### src/common/fetch_config.svh
`ifndef FETCH_CONFIG_SVH
`define FETCH_CONFIG_SVH

// pc, link hint and load address
`define LEN_WORD 32

// one instruction
`define LEN_INST 32

// line address, 64 lines in the instruction memory
`define LEN_MEMISTR_ADDR 6

// log2 of instructions per line
`define LOG_FETCH_PARA 1
`define FETCH_PARA (1 << `LOG_FETCH_PARA)

// sequential prefetch candidates
`define FETCH_PREDICT_SIZE 4

// line cache entries
`define DEPTH_FETCH_CACHE 8

`endif

### src/common/fetch_pkg.sv
`include "fetch_config.svh"

package fetch_pkg;

    typedef logic [`LEN_MEMISTR_ADDR-1:0] line_addr_t;

    // slot i of a line sits at index i
    typedef logic [`FETCH_PARA-1:0][`LEN_INST-1:0] cache_line_t;

    typedef struct packed {
        logic [`LEN_WORD-`LEN_MEMISTR_ADDR-`LOG_FETCH_PARA-3:0] upper;
        line_addr_t                                         line;
        logic [`LOG_FETCH_PARA-1:0]                         slot;
        logic [1:0]                                         byte_off;
    } fetch_addr_fields_t;

    // raw word or line/slot view of the same address
    typedef union packed {
        logic [`LEN_WORD-1:0] word;
        fetch_addr_fields_t   f;
    } fetch_addr_u;

    typedef struct packed {
        logic                 order;
        logic [`LEN_WORD-1:0] pc;
    } fetch_req_t;

    typedef struct packed {
        logic       valid;
        line_addr_t addr;
    } mem_access_t;

endpackage

### src/fetch/fetch_timing.sv
`timescale 1ns/1ps
`include "fetch_config.svh"

module fetch_timing
    import fetch_pkg::*;
#(
    parameter int LEN_MEMISTR_ADDR = `LEN_MEMISTR_ADDR,
    parameter int FIND_PARA        = 1
) (
    input  logic                                        clk,
    input  logic                                        rst_n,
    input  mem_access_t                                 access,
    output logic                                        done,
    output logic [LEN_MEMISTR_ADDR-1:0]                 line,
    input  logic [FIND_PARA-1:0][LEN_MEMISTR_ADDR-1:0]  find_lines,
    output logic [FIND_PARA-1:0]                        found
);

    logic                        valid1;
    logic                        valid2;
    logic [LEN_MEMISTR_ADDR-1:0] line1;
    logic [LEN_MEMISTR_ADDR-1:0] line2;

    // stages follow the memory's address and data registers
    always_ff @(posedge clk or negedge rst_n) begin
        if (!rst_n) begin
            valid1 <= 1'b0;
            valid2 <= 1'b0;
        end else begin
            valid1 <= access.valid;
            valid2 <= valid1;
        end
    end

    always_ff @(posedge clk) begin
        line1 <= access.addr;
        line2 <= line1;
    end

    assign done = valid2;
    assign line = line2;

    always_comb begin
        for (int p = 0; p < FIND_PARA; p++) begin
            found[p] = (access.valid && find_lines[p] == access.addr)
                     | (valid1 && find_lines[p] == line1)
                     | (valid2 && find_lines[p] == line2);
        end
    end

endmodule

### config.mk
export PLATFORM = sky130hd
export DESIGN_NAME = fetch_timing
export DESIGN_NICKNAME = d
export VERILOG_FILES = /design/src/common/fetch_pkg.sv /design/src/fetch/fetch_timing.sv
export VERILOG_INCLUDE_DIRS = /design/src /design/src/common
export SDC_FILE = /design/constraint.sdc
export NUM_CORES = 1
export LEC_CHECK = 0
export ABC_AREA = 1
export BUFFER_PORTS_ARGS = -buffer_cell sky130_fd_sc_hd__buf_2
export CAP_MARGIN = 20
export CORE_MARGIN = 10
export CORE_UTILIZATION = 42
export CTS_CLUSTER_SIZE = 40
export DETAILED_ROUTE_END_ITERATION = 10
export GPL_ROUTABILITY_DRIVEN = 0
export GPL_TIMING_DRIVEN = 1
export PLACE_DENSITY_LB_ADDON = 0.2
export SYNTH_ARGS = -nofsm -noshare
export SYNTH_HDL_FRONTEND = slang
export SYNTH_SLANG_ARGS = --single-unit
### constraint.sdc
create_clock -name clk -period 1.2 [get_ports clk]
set_input_delay 0.18 -clock clk [delete_from_list [all_inputs] [get_ports clk]]
set_output_delay 0.18 -clock clk [all_outputs]
set_load 0.01 [all_outputs]
# Word level (Yosys, flattened, before mapping)
# Index checks and enable logic that the tools add are counted.
# op_classes
eq_ne	3
bitwise_logic	2
reduce_logical	3
# op_table
cell	n
$eq 6x6->1	3
$logic_and 1x1->1	3
$or 1x1->1	2
# totals
register_bits	14
inputBits	15
word_cells	12

# Longest topological paths before layout
# logic_depth
depth_word	4
mapped_depth	8
ltp_nobuf	8

# Worst setup path before layout
# Ideal clock, no wire load.
# synth_path
kind	register to output
startpoint	register line2[0] (netlist: line[0])
endpoint	output found
t_arrival_ps	771
t_required_ps	1020
path_slack_ps	249
path_stages_with_launch	7
path_cell_list	dfxtp_1 -> inv_1 -> nand2_1 -> nand3_1 -> nor2_1 -> nand2_1 -> nand3_2
# synth_via
elab_chain_len	3
# synth_lines
item	line_no	source
start, declared	fetch_timing.sv:22	logic [LEN_MEMISTR_ADDR-1:0] line2;
start signal, assigned	fetch_timing.sv:37	line2 <= line1;
$eq 6x6->1	fetch_timing.sv:47	| (valid2 && find_lines[p] == line2);
$logic_and 1x1->1	fetch_timing.sv:47	
$or 1x1->1	fetch_timing.sv:47	
end, declared	fetch_timing.sv:16	output logic [FIND_PARA-1:0] found
# Every way passes these cells.

# Worst setup path in the final report
# layout_path
startpoint	register line2[5] (netlist: line[5])
endpoint	output found
# Same word-level chain as after synthesis.

==> results.md <==
* Status: finished, violations left
* Violations in the final reports: setup timing
* Top cell by count, worst path: nor2_1
* RSZ-0062 raised after global routing: yes
* Slew HR at 88.44%
* Antenna cells at 0
* Via/cell ratio at 4.204
* Share of cells above drive strength 1 at 32.82%
* H-tree depth at 1
* Cell Pwr Density at 1166 nW/µm²
* Crit-path max FO at 3
* Register-to-Register Path Depth at 1
* CP endpoint kind: output port
* Syn. warnings at 0
* Synth Instances at 103
* # Max-Cap Violations at 0
* Sequential fraction of the synthesis area at 44.27%
* VDD IR max at 776.7 µV
* Post-layout min period at 1.356 ns
* GRT overflow at 0
* Slowest-stage cell, CP: dfxtp_2
* CTS Buf Count at 3
* Worst reg2reg path endpoint: done
* Final core utilization at 57.23%
* Placed Cells at 141
* TritonCTS clock tree: built
* Min-delay src: access[0]
* Wire length per cell at 9.823 µm
* Netlist cell types at 12
* Tightest Pin Transition at 0.1716 ns
* Port Buf Inserts at 22
* Drt drc at 0
* Skew final at 0.0002213 ns
* WHS Path Cells at 1
* Drt pass-1 iters at 4
* Power Total at 993.9 µW
* Non-Filler Instances at 147
* Die area at 3541 µm²
* Vias in the first global route at 651
* Mean post-synth cell area at 6.365 µm²
* Yosys reg bits at 14
* Filler cell count in the final layout at 161
* Final Hold Fails at 0
* Cells along the critical path: nor2_1 -> nor2_1 -> nand2_1 -> nor2_1 -> nand2_1 -> nand3_2 -> buf_6
* Worst EP arrival at 1.18 ns
* Synth-to-layout area growth at 29.96%
* Final WS setup at -0.1561 ns
* Overall global routing resource usage at 9.220%
* Worst-case clock buffer depth at 2
* Initial antenna violation count at 0
* Global-route wire length before repair at 2553 µm
* Hold Crit Class: primary input to flop
* Cell Area, Synth at 655.6 µm²
* CP max stage delay at 0.34 ns
* Post-DRT Antenna Nets at 0
* Hold WS at 0.02826 ns
* Startpoint types: flop
* Static Leak at 0.0005304 µW
* Top-level I/O count at 23
* End point of the worst hold path: line1[0]
* Critical path class: flop to output port
* Final setup fails at 1
* Detailed Place HPWL at 1249 µm
* Mapped Nets at 118
* Initial core utilization at 44.03%
* Reg-to-Reg Start: valid1
* FF-to-FF setup slack at 0.60 ns
* Via count at 618
* Pin count of the biggest net entering global routing at 9
* Max Slew Vio Count at 0
* Aggregate routed wire length at 1444 µm
* Vert. Die Dim at 59.51 µm
* Die span in x at 59.51 µm
* Root Driver: clkbuf_4
* Core ar. at 1489 µm²
* Clock transition at path regs at 0.09 ns
* Fin nets at 147
* FP Rows at 14
* Clock Latency Late Sink at 0.27 ns
* Fmax at 737.4 MHz
* Starting DRT DRC Count at 13
* Clock Sinks at 14
* Tcrit/Tclk final at 113.0%
* Crit path required time at 1.02 ns
cell usage after synthesis:
master	n	area share, %
a21boi_2	1	1.7
dfrtp_1	2	7.6
dfxtp_1	12	37
inv_1	19	11
inv_2	6	3.4
nand2_1	45	26
nand3_1	4	3.1
nand3_2	1	1.5
nor2_1	8	4.6
nor2_2	2	1.9
o21ai_0	2	1.5
xor2_1	1	1.3
layout make-up:
class	count	area, µm²	area share [%]
Sequential cell	14	296.5	34.80
Multi-Input combinational cell	64	271.5	31.86
Timing Repair Buffer	24	133.9	15.71
Inverter	25	93.84	11.01
Clock buffer	4	36.28	4.258
Tap cell	16	20.02	2.349
critical path: cells and delay by family, from the launching register on:
kind                   cells  cell delay (ns)
flip-flops                 1             0.34
AND/OR/NAND/NOR            6             0.48
buffers and inverters      1             0.10
kinds of logic (layout without fill, tap and decap cells):
kind of cell              after synthesis  in the layout  share of synthesized area (%)
xor gates and xnor gates                1              1                          1.336
buffers and inverters                  25             53                          14.31
AOI/OAI and AO/OA                       3              3                          3.244
DFF                                    14             14                          44.28
and+or+nand+nor                        60             60                          36.83
flip-flops by register name, summed over array words and instances, names as in the netlist:
signal and count:
line1 6, line 6, valid1 1, done 1
cell usage in the layout (no fill, tap or decap), drive strengths merged:
master       count
inv             25
clkbuf           4
xor2             1
nor2            10
dfrtp            2
dlygate4sd3      1
dfxtp           12
o21ai            2
nand2           45
a21boi           1
buf             23
nand3            5
routing by layer:
layer,routed length [µm],GRT usage (%)
met1,612,10.51
met2,693,14.41
met3,124,3.648
met5,0,0
met4,12,4.808
worst max-delay path by stage:
stage	from	endpoint	slack, ns	cells after the start
4_1_cts	line[5]	found	-0.19	7
3_5_place_dp	find_lines[5]	found	0.07	9
2_1_floorplan	line[0]	found	0.25	6
3_3_place_gp	find_lines[5]	found	0.10	9
6_report	line[5]	found	-0.16	7
5_1_grt	line[2]	found	-0.25	8
what timing repair did:
| item | 4_1_cts | 5_1_grt |
|---|---|---|
| endpoints found under the hold margin | 2 | 0 |
| hold buffers | 1 | 0 |
| buffers inserted | 0 | 1 |
| gates cloned | 0 | 0 |
| resized for setup | 2 | 5 |
| pin swaps | 2 | 0 |
| setup endpoints to repair | 1 | 1 |
stage by stage:
step / worst slack [ns] / area, µm² / TNS [ns]
2_1_floorplan: 0.2487 / 655.6 / 0
3_3_place_gp: 0.1001 / 785.8 / 0
3_5_place_dp: 0.06979 / 785.8 / 0
4_1_cts: -0.1855 / 839.6 / -0.1855
5_1_grt: -0.2517 / 852.1 / -0.2517
6_report: -0.1561 / 852.1 / -0.1561
power breakdown:
| part | leakage, µW | internal, µW | switching [µW] |
|---|---|---|---|
| logic | 0.000385 | 67.1 | 86.3 |
| clock network | 0.0000210 | 184 | 149 |
| registers | 0.000125 | 492 | 15.2 |
Note: power is estimated with default switching activity, not from simulation.
