File: src/common/fetch_config.svh
`ifndef FETCH_CONFIG_SVH
`define FETCH_CONFIG_SVH

// pc, link hint and load address
`define LEN_WORD 32

// one instruction
`define LEN_INST 32

// line address, 64 lines in the instruction memory
`define LEN_MEMISTR_ADDR 6

// log2 of instructions per line
`define LOG_FETCH_PARA 1
`define FETCH_PARA (1 << `LOG_FETCH_PARA)

// sequential prefetch candidates
`define FETCH_PREDICT_SIZE 4

// line cache entries
`define DEPTH_FETCH_CACHE 8

`endif

File: src/common/fetch_pkg.sv
`include "fetch_config.svh"

package fetch_pkg;

    typedef logic [`LEN_MEMISTR_ADDR-1:0] line_addr_t;

    // slot i of a line sits at index i
    typedef logic [`FETCH_PARA-1:0][`LEN_INST-1:0] cache_line_t;

    typedef struct packed {
        logic [`LEN_WORD-`LEN_MEMISTR_ADDR-`LOG_FETCH_PARA-3:0] upper;
        line_addr_t                                         line;
        logic [`LOG_FETCH_PARA-1:0]                         slot;
        logic [1:0]                                         byte_off;
    } fetch_addr_fields_t;

    // raw word or line/slot view of the same address
    typedef union packed {
        logic [`LEN_WORD-1:0] word;
        fetch_addr_fields_t   f;
    } fetch_addr_u;

    typedef struct packed {
        logic                 order;
        logic [`LEN_WORD-1:0] pc;
    } fetch_req_t;

    typedef struct packed {
        logic       valid;
        line_addr_t addr;
    } mem_access_t;

endpackage

File: src/common/load_pkg.sv
`include "fetch_config.svh"

package load_pkg;

    // program load port, mode gates all fetching
    typedef struct packed {
        logic                 mode;
        logic                 valid;
        logic [`LEN_WORD-1:0] pc;
        logic [`LEN_INST-1:0] data;
    } load_req_t;

    // one enable per instruction slot
    typedef logic [`FETCH_PARA-1:0] slot_wen_t;

endpackage

File: src/hw/instr_mem.sv
`timescale 1ns/1ps
`include "fetch_config.svh"

module instr_mem
    import fetch_pkg::*;
    import load_pkg::*;
(
    input  logic                 clk,
    input  logic                 rst_n,
    input  mem_access_t          access,
    output cache_line_t          data,
    input  slot_wen_t            wen,
    input  line_addr_t           waddr,
    input  logic [`LEN_INST-1:0] wdata
);

    cache_line_t mem [2**`LEN_MEMISTR_ADDR];
    line_addr_t  rd_addr_q;
    logic        rd_en_q;

    always_ff @(posedge clk or negedge rst_n) begin
        if (!rst_n) begin
            rd_en_q <= 1'b0;
        end else begin
            rd_en_q <= access.valid;
        end
    end

    // data stage only moves on a real read
    always_ff @(posedge clk) begin
        rd_addr_q <= access.addr;
        if (rd_en_q) begin
            data <= mem[rd_addr_q];
        end
        for (int i = 0; i < `FETCH_PARA; i++) begin
            if (wen[i]) begin
                mem[waddr][i] <= wdata;
            end
        end
    end

endmodule

File: config.mk
export PLATFORM = sky130hd
export DESIGN_NAME = instr_mem
export DESIGN_NICKNAME = d
export VERILOG_FILES = /design/src/common/fetch_pkg.sv /design/src/common/load_pkg.sv /design/src/hw/instr_mem.sv
export VERILOG_INCLUDE_DIRS = /design/src /design/src/common
export SDC_FILE = /design/constraint.sdc
export NUM_CORES = 2
export LEC_CHECK = 0
export BUFFER_PORTS_ARGS = -buffer_cell sky130_fd_sc_hd__buf_2
export CAP_MARGIN = 25
export CORE_MARGIN = 1
export CORE_UTILIZATION = 35
export CTS_CLUSTER_DIAMETER = 50
export DETAILED_ROUTE_END_ITERATION = 8
export GPL_ROUTABILITY_DRIVEN = 0
export SYNTH_ARGS = -nofsm -noshare
export SYNTH_HDL_FRONTEND = slang
export SYNTH_SLANG_ARGS = --single-unit
File: constraint.sdc
create_clock -name clk -period 2.1 [get_ports clk]
set_clock_uncertainty 0.05 [all_clocks]
set_input_delay 0.42 -clock clk [delete_from_list [all_inputs] [get_ports clk]]
set_output_delay 0.42 -clock clk [all_outputs]
set_load 0.1 [all_outputs]
# Yosys cells after proc, flatten, opt, wreduce, memory -nomap -nowiden
# Memory sizes are Yosys's and may differ from the RTL's. A register that Yosys moved wholly into a read port is not among the register bits.
# Cells that the tools add are included.
[word_totals] elab_cells=7 inputBits=49 output_inout_bits=64 mem_count=1 ram_bits=4096 ff_bits=7
[op_classes] n_mux=4
[memory_table] memory="mem" words=64 word_bits=64 rd=1 rd_clocked_by_memory_dff=1 write_ports=1 line_no="instr_mem.sv:17" source="cache_line_t mem [2**`LEN_MEMISTR_ADDR];"
[op_table] cell="$mux W1" n=4

# Depth between registers and ports, before layout
[depth] word_depth=2 depth_mapped=9 depth_no_buf=4

# Least setup slack after synthesis
# OpenSTA, ideal clock, no wires.
[synth_path] path_kind="input to register" start="in waddr[1]" end="mem mem[26][0] in the netlist's numbering, enable pin" cell_stages=5 required_ns=1.629 arrival_time_ns=2.819 setup_time_ns=0.421 path_buffers=3 slack_ns=-1.191 path_cell_list="clkbuf_1 > or3b_2 > clkbuf_1 > clkbuf_1 > nor2_1"
[synth_rtl] element="start, declared" line_no="instr_mem.sv:13" source="input line_addr_t waddr,"
[synth_rtl] element="end, declared" line_no="instr_mem.sv:17"
# Straight into the memory's write port.

==> impl_metrics.json <==
{
  "status": "finished, violations left",
  "violations": "setup timing",
  "p_per_area_nw_per_um2": 915,
  "drtAntennaViolNets": 0,
  "antenna_found_initial": 42,
  "vias": 79900,
  "period_needed_ns": 2.83,
  "grt.overflow.total": 0,
  "synth_area_leaders": "edfxtp_1 80%, mux4_2 15%, a22oi_1 1.2%, o221ai_1 0.53%, nor2_1 0.47%",
  "rows": 245,
  "p_clk_frac": 0.411,
  "p_leak_nw": 62.8,
  "synthArstFlopShare": 0.000240,
  "die_x_microns": 671,
  "crit_path_top_delay_cell": "mux4_2",
  "rrSetupSlack_ns": -0.73,
  "finalHoldViolCount": 0,
  "slew-limit-headroom": 0.251,
  "met2_usage": 0.333,
  "seqCellArea_sq_um": 125000,
  "die_h_microns": 671,
  "setup.worst_path.end_class": "register",
  "drt-vias-per-instance": 5.55,
  "finalNetCount": 8149,
  "grt-busiest-layer": "met2",
  "ys.flop_type": "edfxtp_1",
  "h-tree-depth": 5,
  "holdPathStages": 4,
  "grt.total_usage": 0.200,
  "multiInputGateArea_sq_um": 33200,
  "post-route-util": 0.444,
  "synth_seq_cells": 4167,
  "p_sw_frac": 0.225,
  "critPathMaxFanout": 5,
  "hp-class": "primary input to register",
  "crit_start": "rd_addr_q[0]$_DFF_P_",
  "worst_ep_arrival_time_ns": 3.49,
  "fin_crit_sh": 1.35,
  "critPathCapture": "data[28]$_DFFE_PP_",
  "cts_tree": "done",
  "cts_sinks": 4167,
  "grt_pass1_vias": 80500,
  "maxCapViolations": 0,
  "drive_gt1_frac": 0.421,
  "rsz0062_at_grt": "true",
  "hpwl_microns": 285000,
  "cts.clk_slew.worst_paths_ns": 0.07,
  "grt_pass1_wl_microns": 636000,
  "ctsLongestPathBuffers": 4,
  "p_seq_frac": 0.513,
  "peakVddDrop_mv": 0.698,
  "dr.pass1.iters": 6,
  "critPathKind": "register to register",
  "met1_usage": 0.271,
  "critPathBufInv": 6,
  "yosysMostFrequentCell": "edfxtp_1",
  "synth_top_area_frac": 0.797,
  "worst_slack_ns": -0.732,
  "syn-num-nets": 6646,
  "numPortBuffers": 112,
  "worst_slew_pin_slew_ns": 1.12,
  "synth_top_area_cell": "edfxtp_1",
  "avgSynthCellArea_sq_um": 23.8,
  "grt_max_degree": 121,
  "wl_per_cell_microns": 32.1,
  "syn_inst": 6597,
  "synth_edf_count": 4160,
  "drv_slew": 0,
  "synth_warnings": 0,
  "placed_area_sq_um": 177000,
  "ys_top_cells_by_count": "4160 x edfxtp_1, 1024 x mux4_2, 256 x a22oi_1, 198 x nor2_1, 168 x clkbuf_1",
  "max_freq_mhz": 353,
  "core_area_sq_um": 446000,
  "setup_viol": 118,
  "fillers": 36900,
  "yosysSeqAreaShare": 0.797,
  "cp_top_family": "buffers and inverters",
  "ioPinCount": 113,
  "syn2layout_area_growth_pct": 26.1,
  "clk_latency_ns": 0.99,
  "synth.distinct_cells": 29,
  "cp_common_cell": "buf_12",
  "r2r_cells": 10,
  "r2r-end": "data[28]$_DFFE_PP_",
  "start_util": 0.352,
  "path_depth": 10,
  "syn_area_sq_um": 157000,
  "worstPathRequired_ns": 2.76,
  "p_int_mw": 140,
  "cts_made_buffers": 420,
  "switching_power_mw": 40.7,
  "drt-total-wl_microns": 462000,
  "die_area_sq_um": 451000,
  "critical_path.max_stage_delay_ns": 0.50,
  "cts_root_buf": "clkbuf_16",
  "drc": 0,
  "p_comb_frac": 0.076,
  "final_area_sq_um": 198000,
  "first_iter_violations": 10900,
  "path_cells": "buf_8 -> buf_12 -> buf_8 -> buf_12 -> buf_12 -> buf_4 -> mux4_2 -> o22ai_1 -> nor2_1 -> o211a_1",
  "use_met3": 0.0371,
  "cp-start-kind": "register",
  "r2r-start": "rd_addr_q[0]$_DFF_P_"
}
==> sequential cells by signal, indices dropped and copies added, names as in the netlist <==
register,count
data,64
mem,4096
rd_addr_q,6
rd_en_q,1
==> power by group through the flow <==
| stage | Clock, mW | Sequential, mW | Combinational (mW) |
|---|---|---|---|
| floorplan | 0 | 95.4 | 4.31 |
| global placement | 0 | 94.5 | 11.7 |
| detailed placement | 0 | 94.5 | 11.9 |
| CTS | 75.3 | 92.8 | 13.2 |
| global route | 78.2 | 92.8 | 14.2 |
| finish | 74.4 | 92.8 | 13.7 |
==> metrics by stage <==
stage               power, mW  setup slack, ns  cells   TNS, ns  hold slack (ns)
finish                    181           -0.732  14400    -42.25           0.0956
CTS                       181           -0.666  14300    -45.72           0.0318
detailed placement        106            -1.03  13300    -88.09            0.148
global placement          106            -1.42  13300    -75.23            0.146
global route              185           -0.816  14400    -46.14           0.0643
floorplan                99.7           -0.507   6597  -1367.06           0.0744
==> cell usage in the layout (no fill, tap or decap), types with 57 or more instances in the layout <==
cell type  Yosys  routed
nor2_4         0     135
clkinv_2       0      62
clkinv_1       0     101
o211a_1       64      61
o22ai_1       95      57
clkbuf_16      0     439
a22oi_1      256     125
buf_6          4     108
mux4_2      1024    1024
edfxtp_1    4160    4160
o221ai_1      95      62
buf_12         0     422
buf_4         52     764
a22oi_2        0     131
clkbuf_1     168      71
==> final cells by class <==
cell class,instances,area share
antenna,16,0.000202
multi-input combinational,2043,0.168
timing repair buffer,1468,0.0929
clock inverter,282,0.0138
tap,5928,0.0375
sequential,4167,0.633
clock buffer,496,0.0551
==> metal layers <==
metal  up-vias  routed length (microns)
met3       584                    40500
met4         6                    12500
met5         -                       35
li1      31800                        -
met1     43800                   181000
met2      3772                   228000
==> worst reg2reg max path: cells and delay by family (launching register included) <==
| family | cells | cell delay, ns |
|---|---|---|
| AND/OR/NAND/NOR | 1 | 0.23 |
| buffers and inverters | 6 | 0.81 |
| multiplexers | 1 | 0.50 |
| AO/OA/AOI/OAI | 2 | 0.59 |
| flip-flops | 1 | 0.37 |
==> cell families (layout without fill, tap and decap cells) <==
group / after synthesis / in the layout / share of synthesized area
flip-flops: 4167 / 4167 / 0.797
AND/OR/NAND/NOR: 379 / 379 / 0.0113
AO/OA/AOI/OAI: 574 / 574 / 0.0280
buffers and inverters: 387 / 2246 / 0.0119
multiplexers: 1090 / 1090 / 0.151
other: 0 / 16 / 0
==> worst min path at each step <==
stage	slack [ns]	from	endpoint
floorplan	0.07	rst_n	rd_en_q$_DFF_PN0_
global placement	0.15	rst_n	rd_en_q$_DFF_PN0_
detailed placement	0.15	rst_n	rd_en_q$_DFF_PN0_
CTS	0.03	waddr[3]	mem[13][12]$_DFFE_PP_
global route	0.06	waddr[3]	mem[11][12]$_DFFE_PP_
finish	0.1	waddr[3]	mem[15][12]$_DFFE_PP_
==> timing repair <==
| action | CTS | global route |
|---|---|---|
| hold buffers | 45 | 0 |
| setup endpoints to repair | 128 | 126 |
| endpoints found under the hold margin | 1369 | 0 |
| pin swaps | 113 | 121 |
| gates resized for setup | 578 | 263 |
| gates cloned | 27 | 14 |
| buffers inserted | 112 | 118 |
Power figures use the tool's default switching activity.
