$ cat config.mk
export PLATFORM = sky130hd
export DESIGN_NAME = line_cache
export DESIGN_NICKNAME = d
export VERILOG_FILES = /design/src/common/fetch_pkg.sv /design/src/fetch/line_cache.sv
export VERILOG_INCLUDE_DIRS = /design/src /design/src/common
export SDC_FILE = /design/constraint.sdc
export NUM_CORES = 1
export LEC_CHECK = 0
export BUFFER_PORTS_ARGS = -buffer_cell sky130_fd_sc_hd__buf_2
export CAP_MARGIN = 10
export CORE_MARGIN = 2
export CORE_UTILIZATION = 55
export DETAILED_ROUTE_END_ITERATION = 6
export PLACE_DENSITY = 0.73
export REMOVE_ABC_BUFFERS = 1
export SLEW_MARGIN = 25
export SYNTH_ARGS = -nofsm -noshare
export SYNTH_HDL_FRONTEND = slang
export SYNTH_SLANG_ARGS = --single-unit
$ cat constraint.sdc
create_clock -name clk -period 14.6 [get_ports clk]
set_input_delay 4.38 -clock clk [delete_from_list [all_inputs] [get_ports clk]]
set_output_delay 4.38 -clock clk [all_outputs]
set_load 0.02 [all_outputs]
$ cat src/common/fetch_config.svh
`ifndef FETCH_CONFIG_SVH
`define FETCH_CONFIG_SVH

// pc, link hint and load address
`define LEN_WORD 32

// one instruction
`define LEN_INST 32

// line address, 64 lines in the instruction memory
`define LEN_MEMISTR_ADDR 6

// log2 of instructions per line
`define LOG_FETCH_PARA 1
`define FETCH_PARA (1 << `LOG_FETCH_PARA)

// sequential prefetch candidates
`define FETCH_PREDICT_SIZE 4

// line cache entries
`define DEPTH_FETCH_CACHE 8

`endif

$ cat src/common/fetch_pkg.sv
`include "fetch_config.svh"

package fetch_pkg;

    typedef logic [`LEN_MEMISTR_ADDR-1:0] line_addr_t;

    // slot i of a line sits at index i
    typedef logic [`FETCH_PARA-1:0][`LEN_INST-1:0] cache_line_t;

    typedef struct packed {
        logic [`LEN_WORD-`LEN_MEMISTR_ADDR-`LOG_FETCH_PARA-3:0] upper;
        line_addr_t                                         line;
        logic [`LOG_FETCH_PARA-1:0]                         slot;
        logic [1:0]                                         byte_off;
    } fetch_addr_fields_t;

    // raw word or line/slot view of the same address
    typedef union packed {
        logic [`LEN_WORD-1:0] word;
        fetch_addr_fields_t   f;
    } fetch_addr_u;

    typedef struct packed {
        logic                 order;
        logic [`LEN_WORD-1:0] pc;
    } fetch_req_t;

    typedef struct packed {
        logic       valid;
        line_addr_t addr;
    } mem_access_t;

endpackage

$ cat src/fetch/line_cache.sv
`timescale 1ns/1ps
`include "fetch_config.svh"

module line_cache
    import fetch_pkg::*;
#(
    parameter int DEPTH     = `DEPTH_FETCH_CACHE,
    parameter int NUM_PORTS = 1
) (
    input  logic                          clk,
    input  logic                          rst_n,
    input  logic                          flush,
    input  logic                          fill_valid,
    input  line_addr_t                    fill_line,
    input  cache_line_t                   fill_data,
    input  line_addr_t  [NUM_PORTS-1:0]   look_lines,
    output logic        [NUM_PORTS-1:0]   hits,
    output cache_line_t [NUM_PORTS-1:0]   look_data
);

    logic                     fill_q_valid;
    line_addr_t               fill_q_line;
    cache_line_t              fill_q_data;
    logic [DEPTH-1:0]         valid;
    line_addr_t               tags [DEPTH];
    cache_line_t              lines [DEPTH];
    logic [$clog2(DEPTH)-1:0] wr_ptr;
    logic                     present;
    logic                     do_write;

    always_comb begin
        present = 1'b0;
        for (int e = 0; e < DEPTH; e++) begin
            if (valid[e] && tags[e] == fill_q_line) begin
                present = 1'b1;
            end
        end
    end

    // duplicate fills from refetches are dropped here
    assign do_write = fill_q_valid & ~present & ~flush;

    always_ff @(posedge clk or negedge rst_n) begin
        if (!rst_n) begin
            fill_q_valid <= 1'b0;
            valid        <= '0;
            wr_ptr       <= '0;
        end else if (flush) begin
            fill_q_valid <= 1'b0;
            valid        <= '0;
            wr_ptr       <= '0;
        end else begin
            fill_q_valid <= fill_valid;
            if (do_write) begin
                valid[wr_ptr] <= 1'b1;
                wr_ptr        <= wr_ptr + 1'b1;
            end
        end
    end

    always_ff @(posedge clk) begin
        fill_q_line <= fill_line;
        fill_q_data <= fill_data;
        if (do_write) begin
            tags[wr_ptr]  <= fill_q_line;
            lines[wr_ptr] <= fill_q_data;
        end
    end

    always_comb begin
        for (int p = 0; p < NUM_PORTS; p++) begin
            hits[p]      = 1'b0;
            look_data[p] = '0;
            for (int e = 0; e < DEPTH; e++) begin
                if (valid[e] && tags[e] == look_lines[p]) begin
                    hits[p]      = 1'b1;
                    look_data[p] = lines[e];
                end
            end
        end
    end

endmodule

### Word-level counts from Yosys, hierarchy flattened

Memories as Yosys holds them, arrays and structs flattened.
Cells that the tools add are included.

| storage, ports and cells | value |
|---|---|
| flip-flop bits (word level) | 82 |
| RAM bits | 560 |
| bits in latches | 0 |
| output and inout port bits | 65 |
| ROM bits | 0 |
| memories | 2 |
| bits of input ports | 80 |

| cells by class | value |
|---|---|
| reduce and logical (&&, ||, !) cells | 18 |
| divide/modulo/power cells | 0 |
| multipliers | 0 |
| magnitude comparators | 2 |
| bitwise operators | 5 |
| add/subtract/negate cells | 1 |
| mux-type cells | 33 |
| shift operators | 0 |
| eq/ne operators | 16 |

Memories:

| memory | words | bits a word | rd ports | clocked after memory_dff | write ports | line | RTL |
|---|---|---|---|---|---|---|---|
| lines | 8 | 64 | 8 | 0 | 1 | line_cache.sv:26 | `cache_line_t lines [DEPTH];` |
| tags | 8 | 6 | 8 | 0 | 1 | line_cache.sv:25 | `line_addr_t tags [DEPTH];` |

Operators by type and width:

| cell | count |
|---|---|
| $mux W64 | 8 |
| $eq A6 B6 Y1 | 16 |
| $mux W1 | 20 |
| $logic_and A1 B1 Y1 | 17 |
| $mux W8 | 2 |
| $or A8 B8 Y8 | 1 |
| $mux W3 | 2 |
| $lt A3 B4 Y1 const B | 1 |
| $add A3 B1 Y3 const B | 1 |
| $demux W1 S3 | 1 |
| $ge A3 B1 Y1 const B | 1 |
| $and A1 B1 Y1 | 2 |
| $not A1 Y1 | 2 |
| $reduce_bool A2 Y1 | 1 |

### Depth between registers and ports, before layout

| logic depth | value |
|---|---|
| depth after elaboration | 15 |
| depth in mapped cells | 10 |
| mapped depth without buffers | 6 |

### Least setup slack after synthesis

OpenSTA, ideal clock, no wires.

| path | value |
|---|---|
| path type | input -> output |
| start | in look_lines[3] (netlist bit) |
| end | out look_data[62] (netlist bit) |
| stages | 8 |
| data arrival time | 6.372 ns |
| data required time | 10.220 ns |
| setup slack | 3.848 ns |
| cells stage by stage | buf_6 xor2_1 or4_4 nor2_8 buf_2 a221o_1 a21oi_1 o31ai_1 |

RTL lines:

| item | line | RTL |
|---|---|---|
| from (decl) | line_cache.sv:16 | `input line_addr_t [NUM_PORTS-1:0] look_lines,` |
| to (decl) | line_cache.sv:18 | `output cache_line_t [NUM_PORTS-1:0] look_data` |

==> results by group <==
Status
  – Outcome: finished, final reports clean

Yosys
  – Mean post-synth cell area: 17.10 µm²
  – Sequential share of the synthesized area: 77.46%
  – Syn Inst Count: 1,398
  – Synth cell count leaders: edfxtp_1, a221o_1, o21ai_0
  – Share of the synthesized area in the top cell type: 70.34%
  – Post-synthesis register bit count: 642
  – Cell taking the most area after synthesis: edfxtp_1
  – Synth warnings: 0
  – Asr flop ratio synth: 1.869%
  – Most common cell in the synthesized netlist: edfxtp_1
  – Largest cells by area after synthesis: edfxtp_1, dfxtp_1, a221o_1
  – Cell Area, Synth: 23,910 µm²
  – Netlist cell types: 53
  – Number of synthesized flops with an enable pin: 560
  – Dominant synthesized flop cell: edfxtp_1

Placement
  – Dpl hpwl: 29,500 µm
  – Dpl cell area: 25,230 µm²
  – Input/output buffers: 144
  – RD Place Congestion: 0.8243

GRT
  – Antenna violations before repair: 2
  – Vias in the first global route: 13,707
  – Gr usage total: 25.62%
  – Total grt overflow: 0
  – Largest net degree at the start of global routing: 76
  – First-pass GRT wire length: 85,310 µm

Finish
  – # fillers: 3,069
  – Register area: 18,520 µm²
  – Layout Nets: 1,615
  – Layout cell share with drive strength beyond 1: 18.81%
  – Multi-input logic area: 4961 µm²
  – Final instance area: 27,150 µm²
  – Area delta synth->final: 13.59%

Clock network
  – Worst-Skew Late Latency: 0.61 ns
  – Root buffer cell: clkbuf_16
  – CTS buffer count: 60
  – Clock tree buffer depth: 3
  – H-tree levels: 2
  – Clk pin slew, worst setup/hold paths: 0.06 ns
  – TritonCTS Sinks: 642
  – CTS tree: built
  – CTS resizes: 0
  – Cts hold-fix bufs: 0
  – Post-CTS setup buffer count: 0

Die
  – FP Rows: 76
  – DIE WIDTH: 212.5 µm
  – Die area: 45,150 µm²
  – Die Y-Extent: 212.5 µm
  – Initial Util: 55.62%
  – Core ar.: 42,980 µm²
  – IO Pins: 145

Critical path
  – Worst Path Buf+Inv: 3
  – CP Max Fanout: 30
  – Cell mode on critical path: buf_2
  – Worst path required time: 10.22 ns
  – Crit path DAT: 7.61 ns
  – Worst-path cell chain: buf_2, xnor2_1, nand4_1, nor3_2, and2_2, buf_4, a221oi_1, o21ai_0, buf_2
  – Max stage delay on crit path: 0.81 ns
  – Critical path's slowest cell: and2_2
  – Crit path kind: input pin to output pin
  – Crit end category: output pin
  – Kind of cell adding the most delay to the critical path: simple AND/OR/NAND/NOR gates
  – CP Launch Type: input pin
  – Stages on the worst setup path: 9
  – R2R depth: 8

Timing
  – Slew HR: 30.05%
  – RSZ-0062 raised after global routing: no
  – Fin crit period: 11.99 ns
  – Period Utilization, post-route: 82.11%
  – Clock Skew: 0.008046 ns
  – Maximum clock rate: 83.42 MHz
  – Least-Margin Pin Slew: 1.049 ns
  – Slew Limit Fails: 0
  – TNS Setup: 0 ns
  – Final hold vios: 0
  – Final setup viols: 0

Detailed routing
  – Number of nets still failing antenna checks after routing: 0
  – Routed via count: 13,628
  – Final wirelength: 57,010 µm
  – Remaining DRCs: 0
  – Vias/cell: 6.277
  – DRT iter0 DRCs: 1,468
  – Drt pass-1 iters: 5
  – Per-cell routed wire length: 26.26 µm

Run
  – Max_cap viols: 0

Pwr
  – Sequential share of power: 56.8%
  – Leakage: 9.142 nW
  – Switching power: 0.7030 mW
  – Clock share of power: 41.8%
  – Pint: 2.891 mW
  – Sw frac: 19.56%
  – PD cells: 132.3 nW/µm²
  – VDD IR max: 0.0001142 V
  – Combinational share of power: 1.4%

Min path
  – HP Class: flip-flop to flip-flop
  – Hold path depth: 0
[metal layers]
metal  vias to the layer above  share of wire, %  wire (µm)  global-route usage (%)
met5                         -                 0          0                       0
met2                       682                48      27610                   41.86
met4                         0               3.0       1691                   9.790
li1                       5947                 -          -                       -
met3                       104               8.7       4981                   4.682
met1                      6895                40      22730                   34.54
[final timing paths]
kind | from | slack [ns] | endpoint
setup / recovery | look_lines[3] | 2.61 | look_data[51]
hold / removal | fill_q_data[60] | 0.55 | lines[4][60]
setup reg to reg | fill_q_line[3] | 9.80 | lines[0][54]
hold reg to reg | fill_q_data[60] | 0.55 | lines[4][60]
max in group asynchronous | rst_n | 10.68 | valid[4]
min in group asynchronous | rst_n | 3.67 | valid[0]
[placed cells by master (no fill, tap or decap), drive strengths merged, types with 4 or more instances in the layout]
cell type / netlist / final
xnor2: 60 / 60
edfxtp: 560 / 560
a221oi: 62 / 62
nand2: 61 / 61
clkinv: 0 / 26
a221o: 122 / 122
o32ai: 8 / 8
inv: 10 / 12
a22o: 8 / 8
nor3: 16 / 16
clkbuf: 64 / 82
nand4: 15 / 15
o21ai: 108 / 108
nand3: 10 / 10
nor2: 25 / 25
nand2b: 4 / 4
xor2: 36 / 36
dfrtp: 12 / 12
o211a: 58 / 58
nor4: 11 / 11
buf: 38 / 176
dfxtp: 70 / 70
[kinds of logic (layout without fill, tap and decap cells)]
group / count (synthesis) / count (layout) / synth area share [%]
AND/OR/NAND/NOR: 159 / 159 / 3.318
buffers and inverters: 112 / 298 / 2.125
other: 0 / 2 / 0
multiplexers: 3 / 3 / 0.1361
adder cells (fa/ha/maj): 1 / 1 / 0.05233
XOR/XNOR: 96 / 96 / 3.517
AO/OA/AOI/OAI: 385 / 385 / 13.39
flip-flops: 642 / 642 / 77.46
[sequential cells by signal (all words and copies together) (netlist names)]
signal	flops
fill_q_line	6
valid	8
wr_ptr	3
tags	48
lines	512
fill_q_valid	1
fill_q_data	64
[power by group through the flow]
stage / clock network, mW / logic (mW) / registers (mW)
finish: 1.50 / 0.0499 / 2.04
CTS: 1.52 / 0.0505 / 2.04
floorplan: 0 / 0.0227 / 2.07
global route: 1.59 / 0.0543 / 2.04
detailed placement: 0 / 0.0500 / 2.08
global placement: 0 / 0.0489 / 2.08
[stage by stage]
stage	cells	hold WS (ns)	power, mW	utilization, %	setup WS (ns)
floorplan	1296	0.5052	2.095	-	1.091
detailed placement	2057	0.5480	2.131	58.70	2.670
finish	2171	0.5491	3.594	63.18	2.612
CTS	2169	0.5531	3.613	63.16	2.645
global placement	2056	0.5339	2.127	58.63	2.723
global route	2171	0.5683	3.688	63.18	2.405
[layout make-up]
class,count,area share [%]
diodes,2,0.01843
clock buffers,82,6.322
clock inverters,30,0.7372
inverters,10,0.1382
multi-input cells,644,18.27
flip-flops and latches,642,68.19
well taps,585,2.695
repair buffers,176,3.626
(Power assumes the default switching activity.)
