File: src/common/fetch_config.svh
`ifndef FETCH_CONFIG_SVH
`define FETCH_CONFIG_SVH

// pc, link hint and load address
`define LEN_WORD 32

// one instruction
`define LEN_INST 32

// line address, 64 lines in the instruction memory
`define LEN_MEMISTR_ADDR 6

// log2 of instructions per line
`define LOG_FETCH_PARA 1
`define FETCH_PARA (1 << `LOG_FETCH_PARA)

// sequential prefetch candidates
`define FETCH_PREDICT_SIZE 4

// line cache entries
`define DEPTH_FETCH_CACHE 8

`endif

File: src/common/fetch_pkg.sv
`include "fetch_config.svh"

package fetch_pkg;

    typedef logic [`LEN_MEMISTR_ADDR-1:0] line_addr_t;

    // slot i of a line sits at index i
    typedef logic [`FETCH_PARA-1:0][`LEN_INST-1:0] cache_line_t;

    typedef struct packed {
        logic [`LEN_WORD-`LEN_MEMISTR_ADDR-`LOG_FETCH_PARA-3:0] upper;
        line_addr_t                                         line;
        logic [`LOG_FETCH_PARA-1:0]                         slot;
        logic [1:0]                                         byte_off;
    } fetch_addr_fields_t;

    // raw word or line/slot view of the same address
    typedef union packed {
        logic [`LEN_WORD-1:0] word;
        fetch_addr_fields_t   f;
    } fetch_addr_u;

    typedef struct packed {
        logic                 order;
        logic [`LEN_WORD-1:0] pc;
    } fetch_req_t;

    typedef struct packed {
        logic       valid;
        line_addr_t addr;
    } mem_access_t;

endpackage

File: src/common/load_pkg.sv
`include "fetch_config.svh"

package load_pkg;

    // program load port, mode gates all fetching
    typedef struct packed {
        logic                 mode;
        logic                 valid;
        logic [`LEN_WORD-1:0] pc;
        logic [`LEN_INST-1:0] data;
    } load_req_t;

    // one enable per instruction slot
    typedef logic [`FETCH_PARA-1:0] slot_wen_t;

endpackage

File: src/fetch/fetch_ctrl.sv
`timescale 1ns/1ps
`include "fetch_config.svh"

module fetch_ctrl
    import fetch_pkg::*;
    import load_pkg::*;
(
    input  logic                                  clk,
    input  logic                                  rst_n,
    input  fetch_req_t                            req,
    input  logic [`LEN_WORD-1:0]                  lr,
    input  load_req_t                             load,
    input  logic                                  hit,
    output line_addr_t                            req_line,
    output line_addr_t                            hint_line,
    output line_addr_t [`FETCH_PREDICT_SIZE-1:0]  predict_lines,
    input  logic [`FETCH_PREDICT_SIZE-1:0]        predict_hit,
    input  logic [`FETCH_PREDICT_SIZE-1:0]        predict_busy,
    input  logic                                  hint_hit,
    input  logic                                  hint_busy,
    output mem_access_t                           access,
    output slot_wen_t                             wen,
    output logic [`LEN_INST-1:0]                  wdata,
    output logic                                  flush
);

    fetch_addr_u                    pc_a;
    fetch_addr_u                    lr_a;
    fetch_addr_u                    load_a;
    line_addr_t                     last_found;
    line_addr_t                     next_last_found;
    line_addr_t                     base;
    logic                           miss;
    logic [`FETCH_PREDICT_SIZE-1:0] predict_free;
    logic                           hint_free;
    logic                           pick_any;
    line_addr_t                     pick_line;
    mem_access_t                    next_access;
    slot_wen_t                      next_wen;
    logic                           access_valid_q;
    line_addr_t                     access_addr_q;
    logic                           mode_q;

    assign pc_a      = req.pc;
    assign lr_a      = lr;
    assign load_a    = load.pc;
    assign req_line  = pc_a.f.line;
    assign hint_line = lr_a.f.line;

    // a failed lookup re-bases the prediction on the missed line
    assign miss            = req.order & ~hit;
    assign next_last_found = (req.order & hit) ? req_line : last_found;
    assign base            = miss ? req_line : next_last_found;

    always_comb begin
        for (int i = 0; i < `FETCH_PREDICT_SIZE; i++) begin
            predict_lines[i] = base + line_addr_t'(i);
        end
    end

    assign predict_free = ~(predict_hit | predict_busy);
    assign hint_free    = ~(hint_hit | hint_busy);

    // later candidate wins, so larger lines go first
    always_comb begin
        pick_any  = 1'b0;
        pick_line = predict_lines[0];
        for (int i = 0; i < `FETCH_PREDICT_SIZE; i++) begin
            if (predict_free[i]) begin
                pick_any  = 1'b1;
                pick_line = predict_lines[i];
            end
        end
    end

    // in load mode the address carries the write line
    always_comb begin
        next_access.valid = ~load.mode & (pick_any | hint_free);
        next_access.addr  = load.mode ? load_a.f.line
                          : (pick_any ? pick_line : hint_line);
    end

    always_comb begin
        for (int i = 0; i < `FETCH_PARA; i++) begin
            next_wen[i] = load.mode & load.valid & (int'(load_a.f.slot) == i);
        end
    end

    always_ff @(posedge clk or negedge rst_n) begin
        if (!rst_n) begin
            access_valid_q <= 1'b0;
            wen            <= '0;
            mode_q         <= 1'b0;
            last_found     <= '0;
        end else begin
            access_valid_q <= next_access.valid;
            wen            <= next_wen;
            mode_q         <= load.mode;
            last_found     <= next_last_found;
        end
    end

    always_ff @(posedge clk) begin
        access_addr_q <= next_access.addr;
        wdata         <= load.data;
    end

    assign access = {access_valid_q, access_addr_q};

    // one cycle pulse as load mode ends
    assign flush = mode_q & ~load.mode;

endmodule

File: config.mk
export PLATFORM = sky130hd
export DESIGN_NAME = fetch_ctrl
export DESIGN_NICKNAME = d
export VERILOG_FILES = /design/src/common/fetch_pkg.sv /design/src/common/load_pkg.sv /design/src/fetch/fetch_ctrl.sv
export VERILOG_INCLUDE_DIRS = /design/src /design/src/common
export SDC_FILE = /design/constraint.sdc
export NUM_CORES = 1
export LEC_CHECK = 0
export BUFFER_PORTS_ARGS = -buffer_cell sky130_fd_sc_hd__buf_2
export CAP_MARGIN = 25
export CORE_AREA = 4 4 83 85
export DETAILED_ROUTE_END_ITERATION = 10
export DIE_AREA = 0 0 87 89
export GPL_ROUTABILITY_DRIVEN = 1
export HOLD_SLACK_MARGIN = 0.05
export PLACE_DENSITY = 0.8
export SYNTH_ARGS = -nofsm -noshare
export SYNTH_HDL_FRONTEND = slang
export SYNTH_SLANG_ARGS = --single-unit
File: constraint.sdc
create_clock -name clk -period 8.3 [get_ports clk]
set_input_delay 2.49 -clock clk [delete_from_list [all_inputs] [get_ports clk]]
set_output_delay 2.49 -clock clk [all_outputs]
set_load 0.02 [all_outputs]
### After elaboration in Yosys (flattened, before gate mapping)

Cells that the tools add are included.

* flip-flop bits (word level): 48
* word-level logic and storage cells: 35

* add/subtract/negate cells: 3
* muxes and demuxes: 11
* bitwise gates (word level): 15

Operators by type and width (count)
* 6-bit two-way mux: 7
* 6-bit by 2-bit adder with 6-bit output, second input constant: 2
* 1-bit bitwise AND: 7
* 6-bit by 1-bit adder with 6-bit output, second input constant: 1
* 1-bit two-way mux: 4
* 1-bit NOT: 4
* 4-bit NOT: 1
* 4-bit bitwise OR: 1
* 1-bit bitwise OR: 2

### Longest topological paths before layout

Gate-level depths: netlist of run 1.

* word-level depth: 9
* gate-level depth with buffers: 10

### Worst setup path after synthesis of run 1

OpenSTA, ideal clock, no wires.

* path type: input -> output
* start point: in req[32] (netlist bit)
* end point: out predict_lines[11] (netlist bit)
* data arrival time: 4.794 ns
* required time: 5.810 ns
* setup slack: 1.016 ns
* cell stages on the path: 8
* path buffers: 2
* cells stage by stage: buf_6 -> buf_6 -> mux2i_1 -> inv_1 -> ha_1 -> nand4b_1 -> a21oi_1 -> xnor2_1

RTL lines
* start: declaration: RTL line fetch_ctrl.sv:10 `input fetch_req_t req,`
* end: declaration: RTL line fetch_ctrl.sv:16 `` output line_addr_t [`FETCH_PREDICT_SIZE-1:0] predict_lines, ``

==> results of run 1 <==
-- layout make-up --
type	instances	area, sq um	share of cell area
well taps	77	96.3	0.0334
clock inverters	2	38.8	0.0135
clock buffers	6	93.8	0.0326
multi-input cells	118	880	0.305
repair buffers	144	721	0.250
inverters	10	40.0	0.0139
flip-flops and latches	48	1010	0.351
-- metal layers --
layer	vias to the layer above	track usage	wire [um]
li1	932	-	-
met1	865	0.173	2330
met2	105	0.251	2840
met3	4	0.0700	795
met4	0	0.0425	64
met5	-	0	0
-- kinds of logic after synthesis --
group                    Yosys count
AO/OA/AOI/OAI                     37
XOR/XNOR                          12
adder cells (fa/ha/maj)            4
buffers and inverters             33
flip-flops                        48
multiplexers                      13
AND/OR/NAND/NOR                   52
-- report_power, final --
group          internal, mW  total (mW)  switching [mW]
Combinational        0.0688       0.184           0.115
Sequential            0.248       0.257         0.00810
Clock                 0.109       0.193          0.0835
Total                 0.427       0.633           0.207
-- worst max path at each step --
stage / from / endpoint / slack, ns
after floorplan: req[32] / predict_lines[11] / 1.02
after global placement: req[32] / predict_lines[11] / 1.18
after detailed placement: req[32] / predict_lines[11] / 1.16
after CTS: req[32] / predict_lines[11] / 1.12
after global routing: req[32] / predict_lines[11] / 0.89
final: req[32] / predict_lines[11] / 1.10
-- cells in the mapped netlist, drive strengths merged, types with 2 or more instances --
master | count | area share
dfxtp | 38 | 0.36
buf | 17 | 0.065
nor2 | 13 | 0.023
a21oi | 12 | 0.038
nand2 | 11 | 0.020
dfrtp | 10 | 0.12
inv | 10 | 0.019
xnor2 | 8 | 0.037
mux2 | 7 | 0.040
nor3 | 7 | 0.017
clkbuf | 6 | 0.011
mux2i | 6 | 0.049
ha | 4 | 0.024
nand3 | 4 | 0.0096
o21ai | 4 | 0.0096
xor2 | 4 | 0.017
a221oi | 3 | 0.013
a31oi | 3 | 0.0090
nor2b | 3 | 0.0090
or2 | 3 | 0.0090
a211oi | 2 | 0.0096
and3 | 2 | 0.0060
nand3b | 2 | 0.0072
nand4 | 2 | 0.0060
o31ai | 2 | 0.0072
-- stage by stage --
| step | util | total power, mW | worst slack [ns] | hold slack, ns |
|---|---|---|---|---|
| 3_5_place_dp | 0.443 | 0.447 | 1.16 | 0.529 |
| 4_1_cts | 0.464 | 0.640 | 1.12 | 0.546 |
| 3_3_place_gp | 0.443 | 0.445 | 1.18 | 0.518 |
| 6_report | 0.464 | 0.633 | 1.10 | 0.553 |
| 2_1_floorplan | - | 0.384 | 1.02 | 0.502 |
| 5_1_grt | 0.464 | 0.668 | 0.891 | 0.594 |
==> summary.md, run 1 <==
Run status
* result of the run: finished clean

STA
* Max Clock Skew: 0.00824 ns
* Max-slew headroom: 0.429
* Final Setup Violations: 0
* setup_tns: 0 ns
* max-slew violations: 0
* clock period minus worst slack: 7.20 ns
* Final period util: 0.867
* fmax: 0.139 GHz
* slew of the pin with the lowest slew margin: 0.853 ns
* RSZ-0062 raised after global routing: false
* number of hold violations in the final report: 0

Power and ir drop
* VDD IR max: 0.127 mV
* PD cells: 220 nW/um^2
* leakage power summed over all cells: 1.44 nW

Critical path
* data required time of the critical path: 5.81 ns
* ordered cell list for the critical path: buf_2 -> mux2i_1 -> inv_1 -> ha_1 -> nand4b_1 -> a21oi_1 -> xnor2_1 -> buf_2
* critical path endpoint category: output port
* maximum cell stage delay along the critical path: 0.59 ns
* buffering stage count on the worst path with inverters included: 3
* number of gates on the worst path with buffers counted: 8
* highest fanout seen on the critical path: 16
* CP top delay family: buffers and inverters
* master of the slowest instance on the critical path: mux2i_1
* CP Data Arrival Time: 4.71 ns
* worst reg2reg path endpoint: access_addr_q[5]
* most used cell along the critical path: buf_2
* depth of the worst register-to-register path: 8
* worst reg2reg setup slack: 5.77 ns
* element type at the critical path start: primary input
* Crit Path Category: primary input to output port

Die
* boundary pin count: 222
* width of the die: 87 um
* initial standard-cell utilization of the core: 0.337
* number of rows created at floorplan: 29
* Die Y-Extent: 89 um
* area of the core: 6200 sq um
* DIE AREA: 7740 sq um

Clock tree
* maximum clock path buffer count: 2
* clock-pin slew on the worst setup and hold paths: 0.10 ns
* clock tree from TritonCTS: yes
* CTS Hold Buffers Added: 0
* number of buffers added for setup after CTS: 0
* Num CTS Buffers: 5
* number of sinks on the clock net: 48
* Clock H-tree levels: 2
* cell at the root of the clock tree: clkbuf_8
* Gates resized, CTS repair: 0
* clock insertion delay at the later pin of the skew report: 0.30 ns

Logic synthesis
* combinational family with the most area after synthesis: compound AO/OA/AOI/OAI gates
* share of the synthesized area in compound gates (AO/OA/AOI/OAI): 0.131
* Post-Synthesis Mean Instance Area: 10.5 sq um
* distinct cell type count of the synthesized netlist: 51
* cell area after synthesis: 2090 sq um
* Seq/Total Area, Yosys: 0.484
* Post-synth EDFFs: 0
* adder-cell share of the synthesized area: 0.0240
* number of synthesized register bits: 48
* number of nets produced by synthesis: 347
* multiplexer area fraction after synthesis: 0.0881
* Post-Synth Simple-Gate Area: 0.125
* Mapped Cells: 199
* xor/xnor share of the synthesized area: 0.0539
* Yosys warnings: 0
* Most used DFF post-synth: dfxtp_1
* share of flip-flops with an asynchronous set or reset after synthesis: 0.208

Hold path
* Hold Crit Class: register to register
* cell count of the worst hold path: 1

Place
* Routability Congestion: 0.838
* cell area after placement: 2750 sq um
* Detail Placement HPWL: 4810 um
* count of buffers inserted at the top-level ports: 144
* Placed Instances: 397

Drt
* sum of routed wire length over all layers: 6020 um
* number of nets with antenna violations after routing: 0
* Residual DRC: 0
* number of detailed-route iterations in the first pass: 4
* wire length per cell after detailed routing: 14.9 um
* number of vias after detailed routing: 1906
* via-per-instance ratio: 4.71
* first-iteration detailed-routing DRC count: 54

Global route
* number of antenna violations at the first check in global routing: 0
* Total GRT Usage: 0.150
* vias in the first global route: 1864
* total gr overflow: 0
* maximum number of pins on one net before global-route repair: 23
* global-route wire length before repair: 8900 um

Run
* count of max-cap constraint violations: 0

Final layout
* number of filler cells placed in the layout: 600
* highest-count cells in the layout ignoring fill and taps: 144 x buf_2, 38 x dfxtp_1, 13 x nor2_1, 11 x nand2_1, 10 x dfrtp_1
* leading cell type in the layout, fill and taps excluded: buf_2
* Finished Layout Cells: 405
* area growth from synthesis to final layout: 37.9%
* final net count: 475
* share of final-layout standard cells stronger than drive strength 1: 0.534
* antenna cell count: 0
* post-route standard cell area excluding fillers: 2880 sq um

Power figures use the tool's default switching activity.
==> run 2, diff against run 1 <==
--- a/config.mk
+++ b/config.mk
@@ -9,6 +9,7 @@
 export BUFFER_PORTS_ARGS = -buffer_cell sky130_fd_sc_hd__buf_2
 export CAP_MARGIN = 25
 export CORE_AREA = 4 4 83 85
+export CTS_BUF_LIST = sky130_fd_sc_hd__clkbuf_8
 export DETAILED_ROUTE_END_ITERATION = 10
 export DIE_AREA = 0 0 87 89
 export GPL_ROUTABILITY_DRIVEN = 1
==> run 2 against run 1 <==
  * Routed wire length is essentially flat
  * Sequential cell count unchanged
  * Non-clock buffer count did not move
  * Core utilization rose by 0.081 points
  * Total power up 1.9%
  * Critical path depth is the same
  * Highest routed layer unchanged
  * First-iteration DRC count stayed put
  * Largest power group unchanged
  * Worst setup slack hardly changed
  * Worst hold slack stayed put
  * Register-to-register slack barely moved
==> summary.md, run 2 (same netlist as run 1, synthesis figures left out) <==
Run status
* result of the run: finished clean, unchanged

Final layout
* highest-count cells in the layout ignoring fill and taps: 144 x buf_2, 38 x dfxtp_1, 13 x nor2_1, 11 x nand2_1, 10 x dfrtp_1, unchanged
* final net count: 475, unchanged
* area used by multi-input combinational logic: 880 sq um, unchanged
* antenna cell count: 0, unchanged
* area growth from synthesis to final layout: 38.2%, was 37.9%
* final standard cell utilization of the core: 0.465, was 0.464
* share of final-layout standard cells stronger than drive strength 1: 0.534, unchanged
* number of filler cells placed in the layout: 599, was 600
* leading cell type in the layout, fill and taps excluded: buf_2, unchanged
* Register Area: 1010 sq um, unchanged
* post-route standard cell area excluding fillers: 2890 sq um, was 2880 sq um

Drt
* wire length per cell after detailed routing: 14.9 um, about the same
* number of detailed-route iterations in the first pass: 4, unchanged
* number of nets with antenna violations after routing: 0, unchanged
* sum of routed wire length over all layers: 6030 um, was 6020 um
* first-iteration detailed-routing DRC count: 54, unchanged
* Residual DRC: 0, unchanged
* via-per-instance ratio: 4.72, was 4.71
* number of vias after detailed routing: 1913, was 1906

STA
* Max-slew headroom: 0.429, about the same
* max-slew violations: 0, unchanged
* Final Setup Violations: 0, unchanged
* Max Clock Skew: 0.00824 ns, about the same
* number of hold violations in the final report: 0, unchanged
* setup_tns: 0 ns, unchanged
* RSZ-0062 raised after global routing: false, unchanged
* minimum setup slack in the final design: 1.10 ns, about the same
* fmax: 0.139 GHz, about the same
* clock period minus worst slack: 7.20 ns, about the same
* Final period util: 0.867, about the same
* slew of the pin with the lowest slew margin: 0.853 ns, about the same

Die
* number of rows created at floorplan: 29, unchanged
* Die Y-Extent: 89 um, unchanged
* initial standard-cell utilization of the core: 0.337, unchanged
* DIE AREA: 7740 sq um, unchanged
* width of the die: 87 um, unchanged
* boundary pin count: 222, unchanged
* area of the core: 6200 sq um, unchanged

Clock tree
* Clock H-tree levels: 2, unchanged
* maximum clock path buffer count: 2, unchanged
* clock insertion delay at the later pin of the skew report: 0.30 ns, about the same
* clock-pin slew on the worst setup and hold paths: 0.10 ns, about the same
* clock tree from TritonCTS: yes, unchanged
* number of buffers added for setup after CTS: 0, unchanged
* Num CTS Buffers: 5, unchanged
* cell at the root of the clock tree: clkbuf_8, unchanged
* CTS Hold Buffers Added: 0, unchanged
* Gates resized, CTS repair: 0, unchanged
* number of sinks on the clock net: 48, unchanged

Power and ir drop
* leakage power summed over all cells: 1.44 nW, about the same
* switching share of power: 0.320, was 0.327
* VDD IR max: 0.127 mV, about the same
* sequential cell fraction of total power: 0.398, was 0.405
* switching power of the nets: 0.207 mW, about the same
* Int Power: 0.439 mW, was 0.427 mW
* Gate power share: 0.285, was 0.291
* PD cells: 224 nW/um^2, was 220 nW/um^2
* clock network power share: 0.317, was 0.304
* overall power after layout: 0.645 mW, was 0.633 mW

Place
* Place WS: 1.16 ns, unchanged
* Routability Congestion: 0.838, unchanged
* count of buffers inserted at the top-level ports: 144, unchanged
* Detail Placement HPWL: 4810 um, unchanged
* cell area after placement: 2750 sq um, unchanged

Global route
* global-route wire length before repair: 8900 um, unchanged
* total gr overflow: 0, unchanged
* vias in the first global route: 1864, unchanged
* Total GRT Usage: 0.150, unchanged
* maximum number of pins on one net before global-route repair: 23, unchanged
* number of antenna violations at the first check in global routing: 0, unchanged

Critical path
* maximum cell stage delay along the critical path: 0.59 ns, about the same
* CP top delay family: buffers and inverters, unchanged
* buffering stage count on the worst path with inverters included: 3, unchanged
* Crit Path Category: primary input to output port, unchanged
* master of the slowest instance on the critical path: mux2i_1, unchanged
* element type at the critical path start: primary input, unchanged
* CP Data Arrival Time: 4.71 ns, about the same
* depth of the worst register-to-register path: 8, unchanged
* ordered cell list for the critical path: buf_2 -> mux2i_1 -> inv_1 -> ha_1 -> nand4b_1 -> a21oi_1 -> xnor2_1 -> buf_2, unchanged
* worst reg2reg path endpoint: access_addr_q[5], unchanged
* data required time of the critical path: 5.81 ns, about the same
* worst reg2reg setup slack: 5.77 ns, about the same
* most used cell along the critical path: buf_2, unchanged
* highest fanout seen on the critical path: 16, unchanged
* critical path endpoint category: output port, unchanged

Hold path
* cell count of the worst hold path: 1, unchanged
* Hold Crit Class: register to register, unchanged

Run
* count of max-cap constraint violations: 0, unchanged

## run 2: how the worst max path moves through the flow
stage	startpoint	to	slack, ns	cells past startpoint
final	req[32]	predict_lines[11]	1.10	8
after global placement	req[32]	predict_lines[11]	1.18	8
after CTS	req[32]	predict_lines[11]	1.12	8
after floorplan	req[32]	predict_lines[11]	1.02	8
after detailed placement	req[32]	predict_lines[11]	1.16	8
after global routing	req[32]	predict_lines[11]	0.89	8
## run 2: metrics by stage
stage | std cells | hold WS, ns
after floorplan | 199 | 0.502
after global placement | 397 | 0.518
after detailed placement | 397 | 0.529
after CTS | 405 | 0.546
after global routing | 405 | 0.594
final | 405 | 0.553
## run 2: worst reg2reg max path: cells and delay by family, from the launching register on
| kind | cells | cell delay (ns) |
|---|---|---|
| fa+ha+maj | 1 | 0.35 |
| simple gates | 3 | 0.50 |
| mux | 1 | 0.47 |
| buf+inv | 1 | 0.17 |
| compound gates | 2 | 0.55 |
| flops | 1 | 0.40 |
## run 2: metal layers
| layer | GRT usage | vias up | part of all wire |
|---|---|---|---|
| li1 | - | 933 | - |
| met1 | 0.173 | 869 | 0.38 |
| met2 | 0.251 | 107 | 0.47 |
| met3 | 0.0700 | 4 | 0.13 |
| met4 | 0.0425 | 0 | 0.011 |
| met5 | 0 | - | 0 |
## run 2: final cells by class
class	count	share of cell area
Sequential cell	48	0.350
Tap cell	77	0.0334
Multi-Input combinational cell	118	0.305
Timing Repair Buffer	144	0.250
Inverter	10	0.0139
Clock inverter	3	0.0239
Clock buffer	5	0.0239
## run 2: power groups by stage
stage | clock [mW] | sequential [mW] | combinational (mW)
after floorplan | 0 | 0.278 | 0.107
after global placement | 0 | 0.261 | 0.184
after detailed placement | 0 | 0.262 | 0.186
after CTS | 0.209 | 0.257 | 0.186
after global routing | 0.220 | 0.259 | 0.200
final | 0.205 | 0.257 | 0.184
==> run 3, diff against run 2 <==
--- a/config.mk
+++ b/config.mk
@@ -6,13 +6,13 @@
 export SDC_FILE = /design/constraint.sdc
 export NUM_CORES = 1
 export LEC_CHECK = 0
-export BUFFER_PORTS_ARGS = -buffer_cell sky130_fd_sc_hd__buf_2
+export BUFFER_PORTS_ARGS = -buffer_cell sky130_fd_sc_hd__buf_4
 export CAP_MARGIN = 25
 export CORE_AREA = 4 4 83 85
 export CTS_BUF_LIST = sky130_fd_sc_hd__clkbuf_8
+export CTS_CLUSTER_DIAMETER = 30
 export DETAILED_ROUTE_END_ITERATION = 10
 export DIE_AREA = 0 0 87 89
-export GPL_ROUTABILITY_DRIVEN = 1
 export HOLD_SLACK_MARGIN = 0.05
 export PLACE_DENSITY = 0.8
 export SYNTH_ARGS = -nofsm -noshare
==> run 3 against run 2 <==
  * Core utilization up 5.8 points
  * Critical path depth did not move
  * First-iteration DRC count grew 74%
  * Sequential power hardly changed
  * Via count grew 2.7%
  * Die area is the same
  * Register-to-register slack got worse by 0.02 ns
  * Sequential cell count stayed put
  * Routed wire length rose by 5.0%
  * Cell count unchanged
  * Sequential share of layout area down 3.9 points
  * Largest cell class is now non-clock buffers
==> summary.md, run 3 (same netlist as run 1, synthesis figures left out) <==
Global route
* number of antenna violations at the first check in global routing: 0, unchanged
* vias in the first global route: 2084, was 1864
* total gr overflow: 0, unchanged
* maximum number of pins on one net before global-route repair: 23, unchanged
* Total GRT Usage: 0.158, was 0.150
* global-route wire length before repair: 9450 um, was 8900 um

Critical path
* critical path endpoint category: output port, unchanged
* start point of the critical path: req[32], unchanged
* buffering stage count on the worst path with inverters included: 3, unchanged
* data required time of the critical path: 5.81 ns, about the same
* maximum cell stage delay along the critical path: 0.62 ns, was 0.59 ns
* most used cell along the critical path: buf_4, was buf_2
* CP Data Arrival Time: 4.62 ns, was 4.71 ns
* master of the slowest instance on the critical path: mux2i_1, unchanged
* ordered cell list for the critical path: buf_4 -> mux2i_1 -> inv_1 -> ha_1 -> nand4b_1 -> a21oi_1 -> xnor2_1 -> buf_4, was buf_2 -> mux2i_1 -> inv_1 -> ha_1 -> nand4b_1 -> a21oi_1 -> xnor2_1 -> buf_2
* highest fanout seen on the critical path: 16, unchanged
* element type at the critical path start: primary input, unchanged
* CP top delay family: multiplexers, was buffers and inverters
* Crit Path Category: primary input to output port, unchanged

Final layout
* final net count: 475, unchanged
* Finished Layout Cells: 405, unchanged
* share of final-layout standard cells stronger than drive strength 1: 0.534, unchanged
* final standard cell utilization of the core: 0.523, was 0.465
* leading cell type in the layout, fill and taps excluded: buf_4, was buf_2
* post-route standard cell area excluding fillers: 3250 sq um, was 2890 sq um
* highest-count cells in the layout ignoring fill and taps: 144 x buf_4, 38 x dfxtp_1, 13 x nor2_1, 11 x nand2_1, 10 x dfrtp_1, was 144 x buf_2, 38 x dfxtp_1, 13 x nor2_1, 11 x nand2_1, 10 x dfrtp_1
* area growth from synthesis to final layout: 55.4%, was 38.2%
* antenna cell count: 0, unchanged

Drt
* first-iteration detailed-routing DRC count: 94, was 54
* wire length per cell after detailed routing: 15.6 um, was 14.9 um
* number of detailed-route iterations in the first pass: 4, unchanged
* Residual DRC: 0, unchanged
* via-per-instance ratio: 4.85, was 4.72
* sum of routed wire length over all layers: 6330 um, was 6030 um
* number of vias after detailed routing: 1965, was 1913
* number of nets with antenna violations after routing: 0, unchanged

Die
* boundary pin count: 222, unchanged
* width of the die: 87 um, unchanged
* DIE AREA: 7740 sq um, unchanged
* area of the core: 6200 sq um, unchanged
* initial standard-cell utilization of the core: 0.337, unchanged
* Die Y-Extent: 89 um, unchanged
* number of rows created at floorplan: 29, unchanged

STA
* Final period util: 0.856, was 0.867
* Max Clock Skew: 0.00621 ns, was 0.00824 ns
* clock period minus worst slack: 7.11 ns, was 7.20 ns
* RSZ-0062 raised after global routing: false, unchanged
* number of hold violations in the final report: 0, unchanged
* setup_tns: 0 ns, unchanged
* max-slew violations: 0, unchanged
* Final Setup Violations: 0, unchanged
* fmax: 0.141 GHz, was 0.139 GHz
* Max-slew headroom: 0.468, was 0.429
* slew of the pin with the lowest slew margin: 0.796 ns, was 0.853 ns

Power and ir drop
* VDD IR max: 0.117 mV, was 0.127 mV
* PD cells: 208 nW/um^2, was 224 nW/um^2
* leakage power summed over all cells: 1.56 nW, was 1.44 nW
* overall power after layout: 0.676 mW, was 0.645 mW

Run status
* result of the run: finished clean, unchanged

Place
* Placed Instances: 397, unchanged
* cell area after placement: 3110 sq um, was 2750 sq um
* Routability Congestion: 0.818, was 0.838
* count of buffers inserted at the top-level ports: 144, unchanged
* Detail Placement HPWL: 5110 um, was 4810 um

Clock tree
* cell at the root of the clock tree: clkbuf_8, unchanged
* number of buffers added for setup after CTS: 0, unchanged
* Clock H-tree levels: 2, unchanged
* maximum clock path buffer count: 2, unchanged
* clock tree from TritonCTS: yes, unchanged
* Num CTS Buffers: 5, unchanged
* CTS Hold Buffers Added: 0, unchanged
* Gates resized, CTS repair: 0, unchanged
* clock-pin slew on the worst setup and hold paths: 0.09 ns, was 0.10 ns
* number of sinks on the clock net: 48, unchanged
* clock insertion delay at the later pin of the skew report: 0.30 ns, about the same

Run
* count of max-cap constraint violations: 0, unchanged

Hold path
* Hold Crit Class: register to register, unchanged

run 3: cell count changes in the layout (fill, tap and decap cells not counted):
cell and delta:
buf_4 +144, buf_2 -144
run 3: stage by stage:
stage                     worst slack (ns)  hold slack (ns)
after floorplan                       1.02            0.502
after global placement                1.29            0.520
after detailed placement              1.23            0.555
after CTS                             1.19            0.571
after global routing                  1.06            0.606
final                                 1.19            0.564
run 3: layer usage:
layer	global-route usage	wire length, um
met1	0.171	2200
met2	0.269	3100
met3	0.0793	950
met4	0.0552	78
met5	0	0
run 3: cell type report:
| type | count | area (sq um) |
|---|---|---|
| clock buffers | 5 | 68.8 |
| clock inverters | 3 | 68.8 |
| fillers | 569 | 2960 |
| inverters | 10 | 40.0 |
| multi-input cells | 118 | 880 |
| flip-flops and latches | 48 | 1010 |
| well taps | 77 | 96.3 |
| repair buffers | 144 | 1080 |
run 3: worst register-to-register path: cells and delay by family, from the launching register on:
family / cells / cell delay, ns
compound gates: 2 / 0.53
mux: 1 / 0.52
simple gates: 3 / 0.49
flops: 1 / 0.41
fa+ha+maj: 1 / 0.36
buf+inv: 1 / 0.18
run 3: worst paths after layout:
path | slack (ns) | depth (start not counted) | end
max | 1.19 | 8 | predict_lines[11]
min | 0.56 | 1 | register
max reg2reg | 5.75 | 8 | access_addr_q[5]
min reg2reg | 0.56 | 1 | register
max in group asynchronous | 6.14 | 1 | async pin
min in group asynchronous | 2.00 | 1 | wen[1]
run 3: power by group:
group          internal [mW]  leakage (nW)  total (mW)  switching, mW
logic                 0.0980          1.05       0.216          0.118
clock network          0.121        0.0687       0.203         0.0821
registers              0.249         0.442       0.257        0.00889
